### config.mk
export PLATFORM = sky130hd
export DESIGN_NAME = approx_div_top
export DESIGN_NICKNAME = d
export VERILOG_FILES = /design/src/rtl/approx_div_pkg.sv /design/src/rtl/approx_div_top.sv /design/src/rtl/array_divider.sv /design/src/rtl/borrow_sub_cell.sv /design/src/rtl/div_error_monitor.sv
export SDC_FILE = /design/constraint.sdc
export NUM_CORES = 1
export LEC_CHECK = 0
export BUFFER_PORTS_ARGS = -buffer_cell sky130_fd_sc_hd__buf_2
export CAP_MARGIN = 20
export CORE_MARGIN = 3
export CORE_UTILIZATION = 58
export DETAILED_ROUTE_END_ITERATION = 6
export GPL_ROUTABILITY_DRIVEN = 0
export PLACE_DENSITY = 0.79
export SETUP_SLACK_MARGIN = 0.1
export SYNTH_ARGS = -nofsm -noshare
export SYNTH_HDL_FRONTEND = slang
export SYNTH_SLANG_ARGS = --single-unit
export TNS_END_PERCENT = 1
### constraint.sdc
create_clock -name clk -period 34.2 [get_ports clk]
set_input_delay 6.84 -clock clk [delete_from_list [all_inputs] [get_ports clk]]
set_output_delay 6.84 -clock clk [all_outputs]
set_load 0.03 [all_outputs]
### src/rtl/approx_div_pkg.sv
`default_nettype none

package approx_div_pkg;

  // operand widths.
  localparam int DIVIDEND_W = 16;
  localparam int DIVISOR_W  = 8;

  // one array row per quotient bit.
  localparam int NUM_ROWS = DIVIDEND_W - DIVISOR_W;

  // Rows 0 .. APPROX_ROWS-1 of the approximate divider use the simplified cell.
  localparam int APPROX_ROWS = 4;

  // cell mode selectors for borrow_sub_cell.
  localparam int CELL_EXACT  = 0;
  localparam int CELL_APPROX = 1;

  // statistics counters.
  localparam int ERR_SUM_W = 32;
  localparam logic [ERR_SUM_W-1:0] ERR_SUM_MAX = {ERR_SUM_W{1'b1}};

endpackage

`default_nettype wire

### src/rtl/approx_div_top.sv
`timescale 1ns/1ps
`default_nettype none

module approx_div_top import approx_div_pkg::*; (
  input  logic                  clk,
  input  logic                  arst_n,
  input  logic                  in_valid,
  input  logic [DIVIDEND_W-1:0] dividend,
  input  logic [DIVISOR_W-1:0]  divisor,
  input  logic                  stats_clr,
  output logic                  out_valid,
  output logic [DIVISOR_W-1:0]  q_exact,
  output logic [DIVISOR_W-1:0]  r_exact,
  output logic [DIVISOR_W-1:0]  q_approx,
  output logic [DIVISOR_W-1:0]  r_approx,
  output logic                  div_ovf,
  output logic [ERR_SUM_W-1:0]  op_count,
  output logic [ERR_SUM_W-1:0]  mismatch_count,
  output logic [ERR_SUM_W-1:0]  err_sum
);

  logic                  op_valid;
  logic [DIVIDEND_W-1:0] op_dividend;
  logic [DIVISOR_W-1:0]  op_divisor;
  logic                  ovf;
  logic                  sample;
  logic [DIVISOR_W-1:0]  q_ex_c;
  logic [DIVISOR_W-1:0]  r_ex_c;
  logic [DIVISOR_W-1:0]  q_ap_c;
  logic [DIVISOR_W-1:0]  r_ap_c;

  always_ff @(posedge clk or negedge arst_n) begin
    if (!arst_n) begin
      op_valid <= 1'b0;
    end else begin
      op_valid <= in_valid;
    end
  end

  always_ff @(posedge clk) begin
    if (in_valid) begin
      op_dividend <= dividend;
      op_divisor  <= divisor;
    end
  end

  // quotient needs more than 8 bits, divisor zero lands here too.
  assign ovf = (op_dividend[DIVIDEND_W-1 -: DIVISOR_W] >= op_divisor);

  assign sample = op_valid & ~ovf;

  array_divider #(
    .APPROX_ROWS (0)
  ) exact_div_inst (
    .n (op_dividend),
    .d (op_divisor),
    .q (q_ex_c),
    .r (r_ex_c)
  );

  array_divider #(
    .APPROX_ROWS (APPROX_ROWS)
  ) approx_div_inst (
    .n (op_dividend),
    .d (op_divisor),
    .q (q_ap_c),
    .r (r_ap_c)
  );

  always_ff @(posedge clk or negedge arst_n) begin
    if (!arst_n) begin
      out_valid <= 1'b0;
      div_ovf   <= 1'b0;
      q_exact   <= '0;
      r_exact   <= '0;
      q_approx  <= '0;
      r_approx  <= '0;
    end else begin
      out_valid <= op_valid;
      if (op_valid) begin                           // hold the last result otherwise.
        div_ovf  <= ovf;
        q_exact  <= q_ex_c;
        r_exact  <= r_ex_c;
        q_approx <= q_ap_c;
        r_approx <= r_ap_c;
      end
    end
  end

  div_error_monitor monitor_inst (
    .clk            (clk),
    .arst_n         (arst_n),
    .stats_clr      (stats_clr),
    .sample         (sample),
    .q_exact        (q_ex_c),
    .q_approx       (q_ap_c),
    .op_count       (op_count),
    .mismatch_count (mismatch_count),
    .err_sum        (err_sum)
  );

endmodule

`default_nettype wire

### src/rtl/array_divider.sv
`timescale 1ns/1ps
`default_nettype none

module array_divider import approx_div_pkg::*; #(
  parameter int APPROX_ROWS = approx_div_pkg::APPROX_ROWS
) (
  input  logic [DIVIDEND_W-1:0] n,
  input  logic [DIVISOR_W-1:0]  d,
  output logic [DIVISOR_W-1:0]  q,
  output logic [DIVISOR_W-1:0]  r
);

  // Row k produces quotient bit k. The top row works on the dividend's
  // upper bits, every lower row on the restored remainder of the row above
  // shifted left by one with the next dividend bit brought in at column 0.

  logic [DIVISOR_W-1:0] above [NUM_ROWS];  // partial remainder entering each row.
  logic [DIVISOR_W-1:0] x_row [NUM_ROWS];  // minuend bits of each row.
  logic [DIVISOR_W-1:0] b_row [NUM_ROWS];  // borrow chain of each row.
  logic [DIVISOR_W-1:0] r_row [NUM_ROWS];  // restored remainder of each row.

  genvar k;
  genvar j;

  generate
    for (k = 0; k < NUM_ROWS; k++) begin : g_row
      localparam int CELL_MODE = (k < APPROX_ROWS) ? CELL_APPROX : CELL_EXACT;

      if (k == NUM_ROWS - 1) begin : g_top
        assign above[k] = n[DIVIDEND_W-1 -: DIVISOR_W];  // dividend bits 15..8.
      end else begin : g_inner
        assign above[k] = r_row[k+1];
      end

      assign x_row[k] = {above[k][DIVISOR_W-2:0], n[k]};

      // The msb that falls off the shift means the subtraction cannot fail.
      assign q[k] = above[k][DIVISOR_W-1] | ~b_row[k][DIVISOR_W-1];

      for (j = 0; j < DIVISOR_W; j++) begin : g_col
        logic bin_in;

        if (j == 0) begin : g_lsb
          assign bin_in = 1'b0;                        // no borrow into column 0.
        end else begin : g_chain
          assign bin_in = b_row[k][j-1];
        end

        borrow_sub_cell #(
          .APPROX (CELL_MODE)
        ) cell_inst (
          .x     (x_row[k][j]),
          .y     (d[j]),
          .bin   (bin_in),
          .qs    (q[k]),
          .r_sub (r_row[k][j]),
          .bout  (b_row[k][j])
        );
      end
    end
  endgenerate

  assign r = r_row[0];                                 // final remainder from row 0.

endmodule

`default_nettype wire

### src/rtl/borrow_sub_cell.sv
`timescale 1ns/1ps
`default_nettype none

module borrow_sub_cell import approx_div_pkg::*; #(
  parameter int APPROX = CELL_EXACT
) (
  input  logic x,
  input  logic y,
  input  logic bin,
  input  logic qs,
  output logic r_sub,
  output logic bout
);

  logic diff;

  generate
    if (APPROX == CELL_APPROX) begin : g_approx
      // simplified cell, the borrow in is ignored.
      assign bout = x & y;
      assign diff = y;
    end else begin : g_exact
      assign diff = x ^ y ^ bin;                       // full subtractor difference.
      assign bout = (~x & y) | (~(x ^ y) & bin);       // borrow out.
    end
  endgenerate

  // Restore path: when the row's trial subtraction borrows out, qs is low
  // and the minuend bit passes through unchanged.
  assign r_sub = qs ? diff : x;

endmodule

`default_nettype wire

### src/rtl/div_error_monitor.sv
`timescale 1ns/1ps
`default_nettype none

module div_error_monitor import approx_div_pkg::*; (
  input  logic                 clk,
  input  logic                 arst_n,
  input  logic                 stats_clr,
  input  logic                 sample,
  input  logic [DIVISOR_W-1:0] q_exact,
  input  logic [DIVISOR_W-1:0] q_approx,
  output logic [ERR_SUM_W-1:0] op_count,
  output logic [ERR_SUM_W-1:0] mismatch_count,
  output logic [ERR_SUM_W-1:0] err_sum
);

  logic                 q_differ;
  logic [DIVISOR_W-1:0] abs_err;
  logic [ERR_SUM_W:0]   err_sum_ext;  // one extra bit to catch the carry.

  assign q_differ = (q_exact != q_approx);

  assign abs_err = (q_exact > q_approx) ? (q_exact - q_approx) :
                                          (q_approx - q_exact);

  assign err_sum_ext = {1'b0, err_sum} +
                       {{(ERR_SUM_W + 1 - DIVISOR_W){1'b0}}, abs_err};

  always_ff @(posedge clk or negedge arst_n) begin
    if (!arst_n) begin
      op_count       <= '0;
      mismatch_count <= '0;
      err_sum        <= '0;
    end else if (stats_clr) begin                    // clear wins over a sample.
      op_count       <= '0;
      mismatch_count <= '0;
      err_sum        <= '0;
    end else if (sample) begin
      if (op_count != ERR_SUM_MAX) begin
        op_count <= op_count + 1'b1;
      end
      if (q_differ && (mismatch_count != ERR_SUM_MAX)) begin
        mismatch_count <= mismatch_count + 1'b1;
      end
      if (err_sum_ext[ERR_SUM_W]) begin
        err_sum <= ERR_SUM_MAX;                      // saturate instead of wrap.
      end else begin
        err_sum <= err_sum_ext[ERR_SUM_W-1:0];
      end
    end
  end

endmodule

`default_nettype wire

==> impl_metrics.ini, run 1 <==
[drt]
drt-vias-per-instance = 6.086
drcViolationCount = 0
drt_iter0_markers = 782
first_pass_iters = 5
vias = 8605
ant_nets = 0
avgRoutedWirePerCell_um = 17.95
wl_mm = 25.38

[global_route]
grt_pass1_vias = 8500
grt_usage_pct = 27.07
grt_max_degree = 75
antenna_found_initial = 0
overflow = 0
grt_pass1_wl_mm = 43.03

[clock_network]
clk_latency_ps = 430
clockBufferDepth = 2
cts_root_buf = clkbuf_16
cts_hold_buf = 0
h-tree-depth = 4
numCtsBuffers = 17
clk_pin_slew_ps = 60
numClockSinks = 151
cts_tree = yes

[sta]
period_minus_slack_ps = 32120
finalSetupTns_ps = 0
finalSetupViolCount = 0
clock_skew_ps = 8.278
relSlewSlack_pct = 29.66
slew_viol_final = 0
fin_crit_sh_pct = 93.93
clock.fmax_mhz = 31.13
hold_viol = 0
rsz0062_at_grt = false
fin_hold_ws_ps = 463.9
worstMarginPinSlew_ps = 1028

[worst_setup_path]
max_stage_delay_ps = 520
rr_startpoint = op_divisor[1]
crit_path_end = monitor_inst.err_sum[23]
start_kind = register
crit_arrival_ps = 32390
required_ps = 34470
r2r_setup_slack_ps = 2080
cp_common_cell = fa_1
crit_type = register to register
cp_slowest_cell = fa_1
crit_start = op_divisor[1]
crit_fanout = 20
rr_worst_depth = 112
worst_setup_path_end_kind = register
timing.rr.end = monitor_inst.err_sum[23]

[synth]
ys_seq_area_share_pct = 38.07
synth.distinct_cells = 78
synth_edf_count = 24
async_reset_ff_share_pct = 84.11
netlist_instances = 1041
ys_warn_count = 0
synth_top_cell_area_share_pct = 31.04
synth_top_area_cell = dfrtp_1
syn_area_per_cell_um2 = 9.837
ys_ff_latch = 151
synth_ff_type = dfrtp_1
syn_area_um2 = 10240
ys_top_cells_by_area = dfrtp_1, fa_1, edfxtp_1

[place]
portBuffers = 157
dp_hpwl_mm = 18.11
dpl_cell_area_um2 = 11140

[cells_and_area]
design_area_um2 = 11760
syn_to_final_growth_pct = 14.85
nets = 1305
multi_input_area_um2 = 5902
mostFrequentLayoutCell = buf_2
regArea_um2 = 3899
final_cell_mix = buf_2, dfrtp_1, nor2_1
drive_gt1_share_pct = 20.27
fill_cells = 1272
diodes = 0

[floorplan]
rows = 47
coreArea_um2 = 16940
initial_core_util_pct = 60.46
dieWidth_um = 138.9
pin_count = 158
die_h_um = 138.9
die-area_um2 = 19280

[outcome]
outcome = completed

[flow_run]
cap_violations = 0

[hold_path]
min_path_type = register to register
==> how the worst min path moves through the flow <==
stage                     start     endpoint  slack, ps  depth (start not counted)
global placement    q_approx[1]  q_approx[1]        450                          1
global route        q_approx[0]  q_approx[0]        480                          1
detailed placement  q_approx[1]  q_approx[1]        450                          1
finish              q_approx[1]  q_approx[1]        460                          1
floorplan              op_valid    out_valid        430                          0
CTS                 q_approx[1]  q_approx[1]        470                          1
==> sequential cells by signal, summed over array words and instances, names as in the netlist <==
signal / flops
monitor_inst.mismatch_count: 32
q_approx: 4
op_divisor: 8
q_exact: 8
monitor_inst.err_sum: 32
r_approx: 8
out_valid: 1
op_dividend: 16
div_ovf: 1
r_exact: 8
monitor_inst.op_count: 32
op_valid: 1
==> cells in the mapped netlist, types with 8 or more instances <==
| library cell | n |
|---|---|
| a211oi_1 | 16 |
| a21o_1 | 8 |
| a21oi_1 | 78 |
| and2_1 | 10 |
| and3_1 | 32 |
| and4_1 | 10 |
| clkbuf_1 | 32 |
| dfrtp_1 | 127 |
| edfxtp_1 | 24 |
| fa_1 | 60 |
| ha_1 | 36 |
| inv_1 | 65 |
| mux2_2 | 16 |
| mux2i_1 | 24 |
| nand2_1 | 74 |
| nand2b_1 | 10 |
| nand3_1 | 33 |
| nand4_1 | 19 |
| nor2_1 | 107 |
| nor3_1 | 15 |
| nor4_1 | 10 |
| o21ai_0 | 29 |
| o31ai_1 | 9 |
| or2_2 | 8 |
| or3_1 | 11 |
| or4_1 | 8 |
| xnor2_1 | 34 |
| xor2_1 | 21 |
==> layout make-up <==
class | count | share of cell area (%)
Multi-Input combinational cell | 779 | 50.19
Sequential cell | 151 | 33.15
Timing Repair Buffer | 163 | 7.086
Clock buffer | 23 | 4.245
Tap cell | 220 | 2.341
Inverter | 69 | 2.245
Clock inverter | 9 | 0.7448
==> critical path: cells and delay by family, from the launching register on <==
kind / cells / cell delay [ps]
compound gates: 23 / 4570
xor+xnor: 2 / 340
fa+ha+maj: 58 / 21540
buf+inv: 12 / 1360
flops: 1 / 390
mux: 2 / 510
simple gates: 15 / 3220
==> logic make-up (layout without fill, tap and decap cells) <==
family / after synthesis / after routing / synth area share [%]
buf+inv: 115 / 264 / 4.765
simple gates: 368 / 368 / 18.21
fa+ha+maj: 96 / 96 / 16.13
compound gates: 214 / 214 / 13.94
other cells: 2 / 6 / 0.07334
xor+xnor: 55 / 55 / 4.704
mux: 40 / 40 / 4.106
flops: 151 / 151 / 38.07
==> per-layer routing <==
metal / track usage, % / up-vias / share of wire [%]
met5: 0 / - / 0
met3: 6.690 / 47 / 7.8
met2: 42.73 / 360 / 47
met4: 9.475 / 0 / 2.3
met1: 36.87 / 4245 / 43
li1: - / 3953 / -
==> metrics by stage <==
step / cells / setup slack, ps / util [%]
floorplan: 1045 / 3622 / -
global placement: 1381 / 2183 / 65.77
detailed placement: 1381 / 1432 / 65.77
CTS: 1413 / 1207 / 69.23
global route: 1414 / 97.96 / 69.44
finish: 1414 / 2077 / 69.44
==> what timing repair did <==
action	in CTS	in global routing
setup buffers	0	1
resized for setup	0	7
endpoints found under the setup margin	0	32
Power of run 1 is left out: the tool's default activity adds up to more than one toggle a clock period on the data nets, which glitch-free logic cannot reach.
==> run 2, diff against run 1 <==
CAP_MARGIN = 25   (was 20)
CELL_PAD_IN_SITES_DETAIL_PLACEMENT = 2   (was unset)
CELL_PAD_IN_SITES_GLOBAL_PLACEMENT = 2   (was unset)
CORE_UTILIZATION = 37   (was 58)
PLACE_DENSITY = 0.8   (was 0.79)
==> run 2 against run 1 <==
Utilization is 25 points lower. Die area is 54% higher. Wire length is 38% higher. Critical endpoint is now monitor_inst.err_sum[29].
==> impl_metrics.ini, run 2 (synthesis gave the netlist of run 1 again) <==
[floorplan]
initial_core_util_pct = 37.78
coreArea_um2 = 27100
die-area_um2 = 29710
rows = 60
dieWidth_um = 172.4
pin_count = 158
die_h_um = 172.4

[global_route]
grt_pass1_wl_mm = 56.32
antenna_found_initial = 1
overflow = 0
grt_pass1_vias = 9688
grt_usage_pct = 24.28
grt_max_degree = 88

[clock_network]
cts_root_buf = clkbuf_16
h-tree-depth = 4
clockBufferDepth = 2
clk_latency_ps = 440
cts_hold_buf = 0
numCtsBuffers = 17
clk_pin_slew_ps = 70
cts_tree = yes
numClockSinks = 151

[cells_and_area]
final_cell_mix = buf_2, dfrtp_1, nor2_1
final_cells = 1574
top_regs = monitor_inst.err_sum x32, monitor_inst.mismatch_count x32, monitor_inst.op_count x32
syn_to_final_growth_pct = 18.11
mostFrequentLayoutCell = buf_2
fill_cells = 2921
drive_gt1_share_pct = 21.63
design_area_um2 = 12090
nets = 1313
diodes = 0

[worst_setup_path]
max_stage_delay_ps = 540
worst_setup_path_end_kind = register
cp_slowest_cell = fa_1
required_ps = 34480
crit_arrival_ps = 32920
crit_fanout = 14
cp_common_cell = fa_1
crit_type = register to register
start_kind = register

[drt]
wl_mm = 34.98
avgRoutedWirePerCell_um = 22.22
vias = 8738
ant_nets = 0
first_pass_iters = 5
drcViolationCount = 0
drt-vias-per-instance = 5.551
drt_iter0_markers = 484

[place]
place_inst = 1534
dpl_cell_area_um2 = 11340
dp_hpwl_mm = 24.89
portBuffers = 157

[flow_run]
cap_violations = 0

[sta]
period_minus_slack_ps = 32640
finalSetupTns_ps = 0
slew_viol_final = 0
clock_skew_ps = 17.88
fin_crit_sh_pct = 95.45
clock.fmax_mhz = 30.63
hold_viol = 0
relSlewSlack_pct = 34.17
worstMarginPinSlew_ps = 977.1
finalSetupViolCount = 0
rsz0062_at_grt = true
fin_hold_ws_ps = 464.2

[hold_path]
min_path_type = register to register

[outcome]
outcome = completed
[run 2: what timing repair did]
action	CTS	global route
gates cloned	0	0
buffers inserted	0	8
setup endpoints to repair	21	32
gates resized for setup	2	16
[run 2: metrics by stage]
step	setup WS, ps	util (%)
4_1_cts	222.9	44.22
3_5_place_dp	357.3	41.86
6_report	1557	44.63
5_1_grt	-50.66	44.63
3_3_place_gp	1908	41.86
2_1_floorplan	3622	-
[run 2: layout make-up]
type                    count  area (µm²)  share of cell area (%)
multi-input cells         779        5931                   49.04
flip-flops and latches    151        3899                   32.24
repair buffers            171       900.9                   7.449
well taps                 372       465.4                   3.849
clock buffers              17       425.4                   3.517
inverters                  69       267.8                   2.214
clock inverters            15       205.2                   1.697
[run 2: worst paths after layout]
path	depth (start not counted)	start	slack, ps	endpoint
worst max-delay path	112	op_divisor[0]	1560	monitor_inst.err_sum[29]
worst min-delay path	1	q_approx[1]	460	q_approx[1]
worst max register to register	112	op_divisor[0]	1560	monitor_inst.err_sum[29]
worst min register to register	1	q_approx[1]	460	q_approx[1]
max in group asynchronous	2	arst_n	26460	monitor_inst.mismatch_count[7]
min in group asynchronous	1	arst_n	6420	r_exact[0]
[run 2: worst max-delay path, delay by kind of cell (launching register included)]
family / cells / cell delay (ps)
fa+ha+maj: 59 / 22160
buf+inv: 11 / 860
simple gates: 16 / 3520
compound gates: 21 / 4420
flops: 1 / 510
xor+xnor: 2 / 250
mux: 3 / 750
[run 2: routing by layer]
metal	share of wire [%]	wire (µm)	track usage, %
met1	44	15330	31.87
met2	50	17330	41.05
met3	4.8	1666	5.213
met4	1.8	645	5.970
met5	0.020	7	0
Power of run 2 is left out for the same reason.
==> run 3, diff against run 2 <==
CAP_MARGIN = 30   (was 25)
CORE_UTILIZATION = 39   (was 37)
PLACE_DENSITY = 0.84   (was 0.8)
clock period = 39.7 ns   (was 34.2 ns; I/O delays follow)
==> run 3 against run 2 <==
Flip-flop and latch count unchanged. Worst setup slack improved by 2900 ps. Die area decreased by 5.0%. Clock skew increased by 3.3 ps. Register-to-register slack improved by 2900 ps. Via count increased by 0.58%. Final area decreased by 1.8%. First-iteration DRC count increased by 38%.
==> impl_metrics.ini, run 3 (synthesis gave the netlist of run 1 again) <==
[clock_network]
numCtsBuffers = 17
cts_resized = 0
cts_root_buf = clkbuf_16
clockBufferDepth = 2
cts_tree = yes
post-cts-setup-buffers = 0
clk_pin_slew_ps = 70
cts_hold_buf = 0
numClockSinks = 151
clk_latency_ps = 440
h-tree-depth = 4

[global_route]
grt_pass1_vias = 9840
grt_max_degree = 87
antenna_found_initial = 1
overflow = 0
grt_usage_pct = 25.48
grt_pass1_wl_mm = 57.21

[worst_setup_path]
max_stage_delay_ps = 660
cp_slowest_cell = a21oi_1
start_kind = register
crit_fanout = 17
crit_arrival_ps = 35510
crit_type = register to register
worst_setup_path_end_kind = register
cp_common_cell = fa_1
required_ps = 39960

[sta]
relSlewSlack_pct = 34.58
clock.fmax_mhz = 28.37
clock_skew_ps = 21.15
fin_crit_sh_pct = 88.79
worstMarginPinSlew_ps = 971.1
finalSetupTns_ps = 0
finalSetupViolCount = 0
hold_viol = 0
slew_viol_final = 0
rsz0062_at_grt = false
fin_hold_ws_ps = 471.3
period_minus_slack_ps = 35250

[cells_and_area]
top_regs = monitor_inst.err_sum x32, monitor_inst.mismatch_count x32, monitor_inst.op_count x32
diodes = 0
fill_cells = 2796
final_cell_mix = buf_2, dfrtp_1, nor2_1
syn_to_final_growth_pct = 16.03
mostFrequentLayoutCell = buf_2
drive_gt1_share_pct = 20.17
nets = 1307

[drt]
wl_mm = 35.41
avgRoutedWirePerCell_um = 23.22
vias = 8789
drcViolationCount = 0
first_pass_iters = 5
drt-vias-per-instance = 5.763
drt_iter0_markers = 670
ant_nets = 0

[place]
portBuffers = 157
dp_hpwl_mm = 25.10

[hold_path]
min_path_type = register to register

[floorplan]
pin_count = 158
die-area_um2 = 28240
initial_core_util_pct = 40.20
rows = 58
coreArea_um2 = 25470
die_h_um = 168.0
dieWidth_um = 168.0

[flow_run]
cap_violations = 0

[outcome]
outcome = completed
run 3: cell types whose count changed in the layout (fill, tap and decap cells not counted), sizes merged:
| cell | before | now |
|---|---|---|
| buf | 171 | 164 |
| clkbuf | 17 | 21 |
| inv | 76 | 72 |
| bufinv | 2 | 0 |
| clkinv | 4 | 6 |
run 3: final cells by class:
type	count	area, µm²	share of cell area (%)
Clock buffer	20	467.9	3.939
Timing Repair Buffer	165	869.6	7.319
Multi-Input combinational cell	779	5878	49.47
Clock inverter	11	90.09	0.7582
Tap cell	330	412.9	3.475
Inverter	69	264.0	2.222
Sequential cell	151	3899	32.81
run 3: worst max-delay path: cells and delay by family, from the launching register on:
family          cells  cell delay, ps
mux                 2             540
fa+ha+maj          58           22450
buf+inv            11            1150
simple gates       15            3920
xor+xnor            2             320
compound gates     21            6000
flops               1             640
run 3: routing by layer:
layer	part of all wire, %	track usage, %	vias up
met3	4.9	5.494	45
met4	1.8	6.510	2
met2	50	43.64	204
li1	-	-	3949
met5	0.020	0	-
met1	43	32.95	4589
run 3: path summary, 6_finish.rpt:
kind	from	to	slack (ps)	cells past startpoint
worst max-delay path	op_divisor[0]	monitor_inst.err_sum[0]	4450	109
worst min-delay path	q_approx[0]	q_approx[0]	470	1
worst max register to register	op_divisor[0]	monitor_inst.err_sum[0]	4450	109
worst min register to register	q_approx[0]	q_approx[0]	470	1
max in group asynchronous	arst_n	monitor_inst.mismatch_count[21]	31150	3
min in group asynchronous	arst_n	r_approx[4]	7470	1
run 3: metrics by stage:
stage | setup slack (ps) | cells | instance area, µm² | util (%)
after floorplan | 9122 | 1045 | 10250 | -
after detailed placement | 5334 | 1492 | 11290 | 44.33
after global routing | 2803 | 1525 | 11880 | 46.65
after CTS | 4553 | 1523 | 11850 | 46.52
final | 4449 | 1525 | 11880 | 46.65
after global placement | 7241 | 1492 | 11290 | 44.33
Power of run 3 is left out for the same reason.
